## config.mk

```make
export PLATFORM = sky130hd
export DESIGN_NAME = rename_unit
export DESIGN_NICKNAME = d
export VERILOG_FILES = /design/src/logic/arch_pkg.sv /design/src/logic/pipe_pkg.sv /design/src/logic/free_list.sv /design/src/logic/map_table.sv /design/src/logic/rename_unit.sv /design/src/logic/retire_queue.sv
export VERILOG_INCLUDE_DIRS = /design/src /design/src/logic
export SDC_FILE = /design/constraint.sdc
export NUM_CORES = 2
export LEC_CHECK = 0
export ABC_AREA = 1
export BUFFER_PORTS_ARGS = -buffer_cell sky130_fd_sc_hd__buf_2
export CAP_MARGIN = 20
export CORE_UTILIZATION = 34
export DETAILED_ROUTE_END_ITERATION = 6
export GPL_TIMING_DRIVEN = 0
export MAX_ROUTING_LAYER = met4
export SLEW_MARGIN = 5
export SYNTH_ARGS = -nofsm -noshare
export SYNTH_HDL_FRONTEND = slang
export SYNTH_SLANG_ARGS = --single-unit
```

## constraint.sdc

```tcl
create_clock -name clock -period 10.69 [get_ports clock]
set_clock_uncertainty 0.05 [all_clocks]
set_input_delay 1.069 -clock clock [delete_from_list [all_inputs] [get_ports clock]]
set_output_delay 1.069 -clock clock [all_outputs]
set_load 0.03 [all_outputs]
```

## src/logic/rename_defines.svh

```systemverilog
`default_nettype none

`ifndef RENAME_DEFINES_SVH
`define RENAME_DEFINES_SVH

// Architectural and physical register file sizes.
`define NUM_AR 32
`define NUM_PR 64

// Physical registers not holding an architectural mapping at reset.
`define NUM_FL 32

// In-flight instruction window.
`define RQ_DEPTH 8

`define RETIRE_WIDTH 2

// Hardwired zero register, never allocated or freed.
`define ZERO_PR 0

`endif

`default_nettype wire

```

## src/logic/arch_pkg.sv

```systemverilog
`include "rename_defines.svh"
`default_nettype none

package arch_pkg;

  // Architectural register number.
  typedef logic [$clog2(`NUM_AR)-1:0] arch_reg_t;

  // Physical register number.
  typedef logic [$clog2(`NUM_PR)-1:0] phys_reg_t;

  // Slot index into the circular free list.
  typedef logic [$clog2(`NUM_FL)-1:0] fl_idx_t;

endpackage

`default_nettype wire

```

## src/logic/pipe_pkg.sv

```systemverilog
`include "rename_defines.svh"
`default_nettype none

package pipe_pkg;

  import arch_pkg::*;

  // Retire-queue slot, also handed out as the instruction tag.
  typedef logic [$clog2(`RQ_DEPTH)-1:0] rq_tag_t;

  // One in-flight instruction.
  typedef struct packed {
    logic      valid;
    logic      complete;
    arch_reg_t arch_dest;
    phys_reg_t new_phys;
    phys_reg_t old_phys;
    // Free-list tail before this instruction allocated.
    fl_idx_t   fl_tail_before;
  } rq_entry_t;

endpackage

`default_nettype wire

```

## src/logic/free_list.sv

```systemverilog
`include "rename_defines.svh"
`default_nettype none
`timescale 1ns/1ps

module free_list
  import arch_pkg::*;
(
  input  logic                     clock,
  input  logic                     reset,
  input  logic                     alloc_en,
  input  logic [`RETIRE_WIDTH-1:0] free_en,
  input  phys_reg_t                free_phys0,
  input  phys_reg_t                free_phys1,
  input  logic                     rewind_en,
  input  fl_idx_t                  rewind_idx,
  output phys_reg_t                alloc_phys,
  output fl_idx_t                  tail_idx,
  output logic                     free_available
);

  localparam int CNT_W = $clog2(`NUM_FL) + 1;

  phys_reg_t        slots [`NUM_FL];
  fl_idx_t          head;
  fl_idx_t          tail;
  logic [CNT_W-1:0] count;
  logic [1:0]       num_freed;
  fl_idx_t          head_second;
  fl_idx_t          head_next;
  fl_idx_t          rewind_gap;

  assign alloc_phys     = slots[tail];
  assign tail_idx       = tail;
  assign free_available = (count != '0);

  assign num_freed   = {1'b0, free_en[0]} + {1'b0, free_en[1]};
  // Second freed register lands right after the first, if there was one.
  assign head_second = head + fl_idx_t'(free_en[0]);
  assign head_next   = head + fl_idx_t'(num_freed);
  // Free entries occupy [tail, head); zero gap means full here.
  assign rewind_gap  = head_next - rewind_idx;

  always_ff @(posedge clock) begin
    if (reset) begin
      head  <= '0;
      tail  <= '0;
      count <= CNT_W'(`NUM_FL);
      for (int i = 0; i < `NUM_FL; i++) begin
        slots[i] <= phys_reg_t'(`NUM_PR - `NUM_FL + i);
      end
    end else begin
      if (free_en[0]) begin
        slots[head] <= free_phys0;
      end
      if (free_en[1]) begin
        slots[head_second] <= free_phys1;
      end
      head <= head_next;

      if (rewind_en) begin
        // All squashed allocations come back.
        tail  <= rewind_idx;
        count <= (rewind_gap == '0) ? CNT_W'(`NUM_FL) : {1'b0, rewind_gap};
      end else begin
        if (alloc_en) begin
          tail <= tail + 1'b1;
        end
        count <= count + CNT_W'(num_freed) - CNT_W'(alloc_en);
      end
    end
  end

endmodule

`default_nettype wire

```

## src/logic/map_table.sv

```systemverilog
`include "rename_defines.svh"
`default_nettype none
`timescale 1ns/1ps

module map_table
  import arch_pkg::*;
(
  input  logic                     clock,
  input  logic                     reset,
  input  arch_reg_t                src1,
  input  arch_reg_t                src2,
  input  arch_reg_t                dest,
  input  logic                     write_en,
  input  phys_reg_t                new_phys,
  input  logic [`RETIRE_WIDTH-1:0] commit_en,
  input  arch_reg_t                commit_arch0,
  input  arch_reg_t                commit_arch1,
  input  phys_reg_t                commit_phys0,
  input  phys_reg_t                commit_phys1,
  input  logic                     restore_en,
  output phys_reg_t                src1_phys,
  output phys_reg_t                src2_phys,
  output phys_reg_t                old_phys
);

  phys_reg_t spec_map [`NUM_AR];
  phys_reg_t arch_map [`NUM_AR];

  // Reads see the map before this cycle's write.
  assign src1_phys = (src1 == '0) ? phys_reg_t'(`ZERO_PR) : spec_map[src1];
  assign src2_phys = (src2 == '0) ? phys_reg_t'(`ZERO_PR) : spec_map[src2];
  assign old_phys  = (dest == '0) ? phys_reg_t'(`ZERO_PR) : spec_map[dest];

  always_ff @(posedge clock) begin
    if (reset) begin
      for (int i = 0; i < `NUM_AR; i++) begin
        spec_map[i] <= phys_reg_t'(i);
        arch_map[i] <= phys_reg_t'(i);
      end
    end else begin
      // Younger commit is written last.
      if (commit_en[0]) begin
        arch_map[commit_arch0] <= commit_phys0;
      end
      if (commit_en[1]) begin
        arch_map[commit_arch1] <= commit_phys1;
      end

      if (restore_en) begin
        for (int i = 0; i < `NUM_AR; i++) begin
          spec_map[i] <= arch_map[i];
        end
      end else if (write_en) begin
        spec_map[dest] <= new_phys;
      end
    end
  end

endmodule

`default_nettype wire

```

## src/logic/rename_unit.sv

```systemverilog
`include "rename_defines.svh"
`default_nettype none
`timescale 1ns/1ps

module rename_unit
  import arch_pkg::*;
  import pipe_pkg::*;
(
  input  logic                     clock,
  input  logic                     reset,
  input  logic                     dispatch_valid,
  input  arch_reg_t                dispatch_dest,
  input  arch_reg_t                dispatch_src1,
  input  arch_reg_t                dispatch_src2,
  input  logic                     complete_en,
  input  rq_tag_t                  complete_tag,
  input  logic                     flush,
  output logic                     rename_ready,
  output phys_reg_t                dispatch_phys_dest,
  output phys_reg_t                src1_phys,
  output phys_reg_t                src2_phys,
  output phys_reg_t                dispatch_old_phys,
  output rq_tag_t                  dispatch_tag,
  output logic [`RETIRE_WIDTH-1:0] retire_valid,
  output phys_reg_t                retire_phys0,
  output phys_reg_t                retire_phys1
);

  logic                     fire;
  logic                     dest_nonzero;
  logic                     alloc;
  phys_reg_t                alloc_phys;
  fl_idx_t                  tail_idx;
  logic                     free_available;
  logic                     has_space;
  logic [`RETIRE_WIDTH-1:0] free_en;
  phys_reg_t                free_phys0;
  phys_reg_t                free_phys1;
  fl_idx_t                  flush_fl_idx;
  arch_reg_t                retire_arch0;
  arch_reg_t                retire_arch1;

  assign dest_nonzero = (dispatch_dest != '0);
  // A zero destination needs no free register.
  assign rename_ready = has_space && (free_available || !dest_nonzero);
  assign fire         = dispatch_valid && rename_ready;
  assign alloc        = fire && dest_nonzero;

  assign dispatch_phys_dest = dest_nonzero ? alloc_phys : phys_reg_t'(`ZERO_PR);

  free_list u_free_list (
    .clock          (clock),
    .reset          (reset),
    .alloc_en       (alloc),
    .free_en        (free_en),
    .free_phys0     (free_phys0),
    .free_phys1     (free_phys1),
    .rewind_en      (flush),
    .rewind_idx     (flush_fl_idx),
    .alloc_phys     (alloc_phys),
    .tail_idx       (tail_idx),
    .free_available (free_available)
  );

  map_table u_map_table (
    .clock        (clock),
    .reset        (reset),
    .src1         (dispatch_src1),
    .src2         (dispatch_src2),
    .dest         (dispatch_dest),
    .write_en     (alloc),
    .new_phys     (alloc_phys),
    .commit_en    (retire_valid),
    .commit_arch0 (retire_arch0),
    .commit_arch1 (retire_arch1),
    .commit_phys0 (retire_phys0),
    .commit_phys1 (retire_phys1),
    .restore_en   (flush),
    .src1_phys    (src1_phys),
    .src2_phys    (src2_phys),
    .old_phys     (dispatch_old_phys)
  );

  retire_queue u_retire_queue (
    .clock         (clock),
    .reset         (reset),
    .push_en       (fire),
    .push_arch     (dispatch_dest),
    .push_new_phys (dispatch_phys_dest),
    .push_old_phys (dispatch_old_phys),
    .push_fl_idx   (tail_idx),
    .complete_en   (complete_en),
    .complete_tag  (complete_tag),
    .flush         (flush),
    .push_tag      (dispatch_tag),
    .has_space     (has_space),
    .retire_valid  (retire_valid),
    .retire_arch0  (retire_arch0),
    .retire_arch1  (retire_arch1),
    .retire_phys0  (retire_phys0),
    .retire_phys1  (retire_phys1),
    .free_en       (free_en),
    .free_phys0    (free_phys0),
    .free_phys1    (free_phys1),
    .flush_fl_idx  (flush_fl_idx)
  );

endmodule

`default_nettype wire

```

## src/logic/retire_queue.sv

```systemverilog
`include "rename_defines.svh"
`default_nettype none
`timescale 1ns/1ps

module retire_queue
  import arch_pkg::*;
  import pipe_pkg::*;
(
  input  logic                     clock,
  input  logic                     reset,
  input  logic                     push_en,
  input  arch_reg_t                push_arch,
  input  phys_reg_t                push_new_phys,
  input  phys_reg_t                push_old_phys,
  input  fl_idx_t                  push_fl_idx,
  input  logic                     complete_en,
  input  rq_tag_t                  complete_tag,
  input  logic                     flush,
  output rq_tag_t                  push_tag,
  output logic                     has_space,
  output logic [`RETIRE_WIDTH-1:0] retire_valid,
  output arch_reg_t                retire_arch0,
  output arch_reg_t                retire_arch1,
  output phys_reg_t                retire_phys0,
  output phys_reg_t                retire_phys1,
  output logic [`RETIRE_WIDTH-1:0] free_en,
  output phys_reg_t                free_phys0,
  output phys_reg_t                free_phys1,
  output fl_idx_t                  flush_fl_idx
);

  rq_entry_t  entries [`RQ_DEPTH];
  rq_tag_t    head;
  rq_tag_t    tail;
  rq_tag_t    head_second;
  rq_entry_t  head_entry;
  rq_entry_t  second_entry;
  logic [1:0] num_retired;

  assign head_second  = head + 1'b1;
  assign head_entry   = entries[head];
  assign second_entry = entries[head_second];

  assign push_tag  = tail;
  assign has_space = !entries[tail].valid;

  // In order only, and nothing retires under a flush.
  assign retire_valid[0] = !flush && head_entry.valid && head_entry.complete;
  assign retire_valid[1] = retire_valid[0] && second_entry.valid && second_entry.complete;
  assign num_retired     = {1'b0, retire_valid[0]} + {1'b0, retire_valid[1]};

  assign retire_arch0 = head_entry.arch_dest;
  assign retire_arch1 = second_entry.arch_dest;
  assign retire_phys0 = head_entry.new_phys;
  assign retire_phys1 = second_entry.new_phys;

  // Old mapping of x0 is never returned.
  assign free_en[0] = retire_valid[0] && (head_entry.old_phys != phys_reg_t'(`ZERO_PR));
  assign free_en[1] = retire_valid[1] && (second_entry.old_phys != phys_reg_t'(`ZERO_PR));
  assign free_phys0 = head_entry.old_phys;
  assign free_phys1 = second_entry.old_phys;

  // Empty queue means nothing to rewind past.
  assign flush_fl_idx = head_entry.valid ? head_entry.fl_tail_before : push_fl_idx;

  always_ff @(posedge clock) begin
    if (reset || flush) begin
      head <= '0;
      tail <= '0;
      for (int i = 0; i < `RQ_DEPTH; i++) begin
        entries[i].valid    <= 1'b0;
        entries[i].complete <= 1'b0;
      end
    end else begin
      if (complete_en) begin
        entries[complete_tag].complete <= 1'b1;
      end
      if (retire_valid[0]) begin
        entries[head].valid <= 1'b0;
      end
      if (retire_valid[1]) begin
        entries[head_second].valid <= 1'b0;
      end
      head <= head + rq_tag_t'(num_retired);

      if (push_en) begin
        entries[tail] <= '{valid: 1'b1, complete: 1'b0, arch_dest: push_arch,
                           new_phys: push_new_phys, old_phys: push_old_phys,
                           fl_tail_before: push_fl_idx};
        tail <= tail + 1'b1;
      end
    end
  end

endmodule

`default_nettype wire

```

Yosys cells after proc, flatten, opt, wreduce, memory -nomap -nowiden
Memory sizes are Yosys's and may differ from the RTL's. A register that Yosys moved wholly into a read port is not among the register bits.
Index checks and enable logic that the tools add are counted.
Storage, ports and cells
  logic and storage cells: 190
  latch bits: 0
  RAM bits: 768
  memories kept: 4
  output and inout port bits: 42
  register bits: 22
  ROM bits: 0
Cells by class
  multiply operators: 0
  muxes and demuxes: 106
  divide/modulo/power cells: 0
  bitwise gates (word level): 32
  order comparisons: 0
  eq/ne operators: 0
  shift operators: 0
  add/sub/neg operators: 11
  reduce and logical (&&, ||, !) cells: 32
Memory list
  u_free_list.slots: words 32, bits a word 6, read ports 1, clocked after memory_dff 1, write ports 32, line free_list.sv:23  | phys_reg_t slots [`NUM_FL];
  u_map_table.arch_map: words 32, bits a word 6, read ports 32, clocked after memory_dff 0, write ports 32, line map_table.sv:27  | phys_reg_t arch_map [`NUM_AR];
  u_map_table.spec_map: words 32, bits a word 6, read ports 3, clocked after memory_dff 0, write ports 32, line map_table.sv:26  | phys_reg_t spec_map [`NUM_AR];
  u_retire_queue.entries: words 8, bits a word 24, read ports 3, clocked after memory_dff 2, write ports 8, line retire_queue.sv:32  | rq_entry_t entries [`RQ_DEPTH];
Operator list (number)
  $mux 6: 43
  $mux 24: 4
  $reduce_or 24->1: 4
  $mux 5: 10
  $mux 1: 38
  $or 1x1->1: 32
  $mux 3: 10
  $reduce_or 6->1: 5
  $logic_not 5->1: 4
  $reduce_bool 6->1: 3
  $logic_and 1x1->1: 9
  $add 3x1->3 const B: 2
  $add 6x2->6: 1
  $sub 6x1->6: 1
  $add 5x1->5: 1
  $add 5x1->5 const B: 1
  $add 5x2->5: 1
  $reduce_bool 5->1: 1
  $sub 5x5->5: 1
  $add 1x1->2: 2
  $add 3x2->3: 1
  $logic_not 1->1: 3
  $logic_or 1x1->1: 2
  $mux 2: 1
  $reduce_bool 2->1: 1

Logic depth before layout (Yosys ltp)
  depth in word-level cells: 12
  gate-level depth with buffers: 26
  gate-level depth less buffers: 23

Hierarchy
A second synthesis with hierarchy kept.
Unflattened totals
  cells, all modules: 5625
  area, all modules: 45417.3 µm²
Modules (own cells, without submodules)
  map_table: area an instance 22879.4 µm², instances 1, cells an instance 2913
  free_list: area an instance 12972.4 µm², instances 1, cells an instance 1682
  retire_queue: area an instance 9446.6 µm², instances 1, cells an instance 1006
  rename_unit: area an instance 118.9 µm², instances 1, cells an instance 24

Worst setup path after synthesis
No wires, ideal clock.
  path type: input to output
  from: input dispatch_dest[0]
  to: output dispatch_old_phys[0]
  arrival: 3.252 ns
  stages: 9
  setup slack: 6.319 ns
  buffers on the path: 3
  cells stage by stage: clkbuf_1 > nand2_1 > inv_1 > clkbuf_1 > clkbuf_1 > a22oi_1 > a31oi_1 > nor3_1 > a21oi_1
Between the ends
  cells in the longest elaborated chain, start to end: 2
  elaborated cells on any way between the ends: 3
RTL lines
  start, declared: line rename_unit.sv:12  | input arch_reg_t dispatch_dest,
  $mem_v2 32x6 / $logic_not 5->1 (equally long branches)
  $mux 6 (*): line map_table.sv:32  | assign old_phys = (dest == '0) ? phys_reg_t'(`ZERO_PR) : spec_map[dest];
  end, declared: line rename_unit.sv:22  | output phys_reg_t dispatch_old_phys,
Mark *: on every way between the ends. The rest lies on a longest branch, timed or not.

==> results.ini <==
[status]
outcome = finished clean

[clock_network]
cts_sinks = 798
post-cts-setup-buffers = 0
clk_latency_ns = 0.69
cts_made_buffers = 87
cts_resized = 0
root_buffer = clkbuf_16
cts_tree = yes
cts_max_path_buffers = 3
path_clk_slew_ns = 0.06
cts-hold-fix-buffers = 0
ctsHtreeMaxLevel = 3

[placement]
routabilityCongestion = 1.06
hpwlAfterDp_um = 170000
io_buffer_count = 58
place_ws_ns = 4.39
post_dp_cell_area_um2 = 49500

[synthesis]
post_synth.cell_area_avg_um2 = 8.06
async_flop_share = 0
synth_top_cell_by_area = edfxtp_1
netlist_area_um2 = 46600
synth_top_family_by_area = simple AND/OR/NAND/NOR gates
yosys.cell_count.top_type = nand2_1
synth_edf_count = 752
synth_fa_ha_area_frac = 0.00762
yosysTopAreaCellShare = 0.484
syn_nets = 5831
yosys.area_share.simple = 0.302
synth_compound_area_frac = 0.123
synth-xor-area-share = 0.00225
syn_inst = 5782
ys_ff_latch = 798
yosysUniqueCellTypes = 49
synth_ff_type = edfxtp_1
synth_mux_area_frac = 0
synth_sequential_area_ratio = 0.504
synth_common_cells = 1652 x nand2_1, 916 x nand3_1, 752 x edfxtp_1
ys_top_cells_by_area = edfxtp_1 48%, nand2_1 13%, nand3_1 9.8%
yosys_warnings = 0

[worst_setup_path]
cpMaxStageDelayCell = clkbuf_1
path_delay_family = buffers and inverters
startpoint_type = register
cpPeakStageDelay_ns = 0.94
r2r_cells = 17
cp_common_cell = clkbuf_1
arrival_ns = 5.55
path_cells = clkbuf_1, clkinv_1, clkbuf_1, clkbuf_1, o21bai_1, o221ai_1, nand3_1, nand2_1, nand2_1, a21oi_1, buf_2
cp.required_ns = 9.57
criticalPathCategory = reg2out
worst-path-max-fanout = 10
crit_path_end_kind = output port
critPathBufInv = 5
cp_num_cells = 11

[sta]
period_needed_ns = 6.67
tns_ns = 0
fin_ws_ns = 4.02
worst_pin_slew_ns = 1.22
slew_headroom = 0.184
period_share = 0.624
setup_viol = 0
hold_viol = 0
max_freq_ghz = 0.150
report.final.slew_viol_count = 0
rsz0062_at_grt = no

[floorplan]
fp.dieW_um = 372
core_um2 = 136000
row_count = 135
die_area_um2 = 139000
fp.dieH_um = 372
initial_core_util = 0.343
io_pins = 65

[worst_hold_path]
hp-class = reg2reg
min_path_cells = 2

[global_routing]
grt_pass1_wl_um = 312000
grt.total_usage = 0.327
grt_overflow_total = 0
grt_max_degree = 24
antenna_found_initial = 10
grt_pass1_vias = 42100

[cells_and_area]
fin_area_um2 = 52400
layout-drive-gt1-share = 0.0749
fin_nets = 5999
area_growth_pct = 12.4
final_util = 0.386

[routing]
drc_errors = 0
viasPerCell = 5.91
first_pass_iters = 6
final_antenna_net_count = 0
post_drt_wl_per_cell_um = 28.7
drt_iter0_drc = 6863
vias = 46200
drt-total-wl_um = 225000

[power]
ir_drop_v = 0.000137
power.density_nw_per_um2 = 152
p_leak_uw = 0.0195

[job]
maxCapViolCount = 0

## power by group
group	leakage, uW	switching [uW]	internal (uW)
registers	0.00729	99.7	3540
clock network	0.00139	1320	1780
logic	0.0108	956	259
## cells in the final DEF (no fill, tap or decap), types with 8 or more instances in the layout
| master | count |
|---|---|
| buf_4 | 15 |
| edfxtp_1 | 752 |
| nand4_1 | 15 |
| nand2_2 | 10 |
| dfxtp_1 | 46 |
| diode_2 | 8 |
| inv_2 | 46 |
| a21oi_1 | 102 |
| o211ai_1 | 44 |
| o21ai_0 | 497 |
| clkbuf_1 | 268 |
| a22oi_1 | 58 |
| nand2_1 | 1652 |
| bufinv_16 | 9 |
| nor2_2 | 18 |
| buf_2 | 139 |
| nand3_4 | 22 |
| nor2_4 | 11 |
| a31oi_1 | 35 |
| nor2_1 | 549 |
| nand3_2 | 16 |
| nor3_1 | 25 |
| nand3_1 | 916 |
| ha_1 | 22 |
| clkinv_2 | 12 |
| or2_2 | 11 |
| inv_1 | 251 |
| o21ai_1 | 66 |
| o22ai_1 | 13 |
| clkinvlp_4 | 9 |
| buf_1 | 22 |
| o21bai_1 | 38 |
| buf_6 | 14 |
| clkinv_1 | 44 |
| clkbuf_16 | 90 |
| o221ai_1 | 91 |
| o21a_1 | 19 |
## worst paths after layout
check,slack (ns),end,start
worst max-delay path,4.02,dispatch_phys_dest[1],register
worst min-delay path,0.44,u_retire_queue.entries[1][23],u_retire_queue.entries[1][23]
worst min register to register,0.44,u_retire_queue.entries[1][23],u_retire_queue.entries[1][23]
worst max register to register,4.89,u_free_list.slots[31][5],u_retire_queue.head[0]
## worst min-delay path, cell delays in order (launching register included)
cell and delay (ns):
dfxtp_1 0.33, nand3_1 0.07, o21ai_0 0.06
## flip-flops by register name (all words and copies together) (netlist names), named ones only
name and flops:
u_free_list.count 6, u_free_list.head 5, u_free_list.slots 192, u_free_list.tail_idx 5
u_map_table.arch_map 192, u_map_table.spec_map 192, u_retire_queue.entries 192, u_retire_queue.head 3
u_retire_queue.push_tag 3
## metrics by stage
step / power (uW) / hold slack, ns / instances
3_3_place_gp: 4850 / 0.424 / 7621
2_1_floorplan: 4280 / 0.403 / 5782
4_1_cts: 7920 / 0.442 / 7802
6_report: 7950 / 0.442 / 7812
5_1_grt: 8100 / 0.491 / 7810
3_5_place_dp: 4860 / 0.428 / 7640
## area by class of cell
cell class,instances,area [um^2]
Antenna cell,8,20.0
Buffer,381,1650
Clock buffer,104,2320
Clock inverter,58,566
Fill cell,14100,83400
Inverter,324,1220
Multi-Input combinational cell,4279,20300
Sequential cell,798,23500
Tap cell,1781,2230
Timing Repair Buffer,79,596
## metal layers
layer	GRT usage	routed length (um)	up-vias
met4	0.194	15000	0
met2	0.492	99100	3299
met5	-	0	-
met1	0.415	88600	21800
met3	0.0488	21900	727
li1	-	-	20300
## cells by family after synthesis
kind of cell,count (synthesis)
simple gates,3265
compound gates,976
fa+ha+maj,26
buf+inv,705
flops,798
xor+xnor,12
Note: power is estimated with default switching activity, not from simulation.
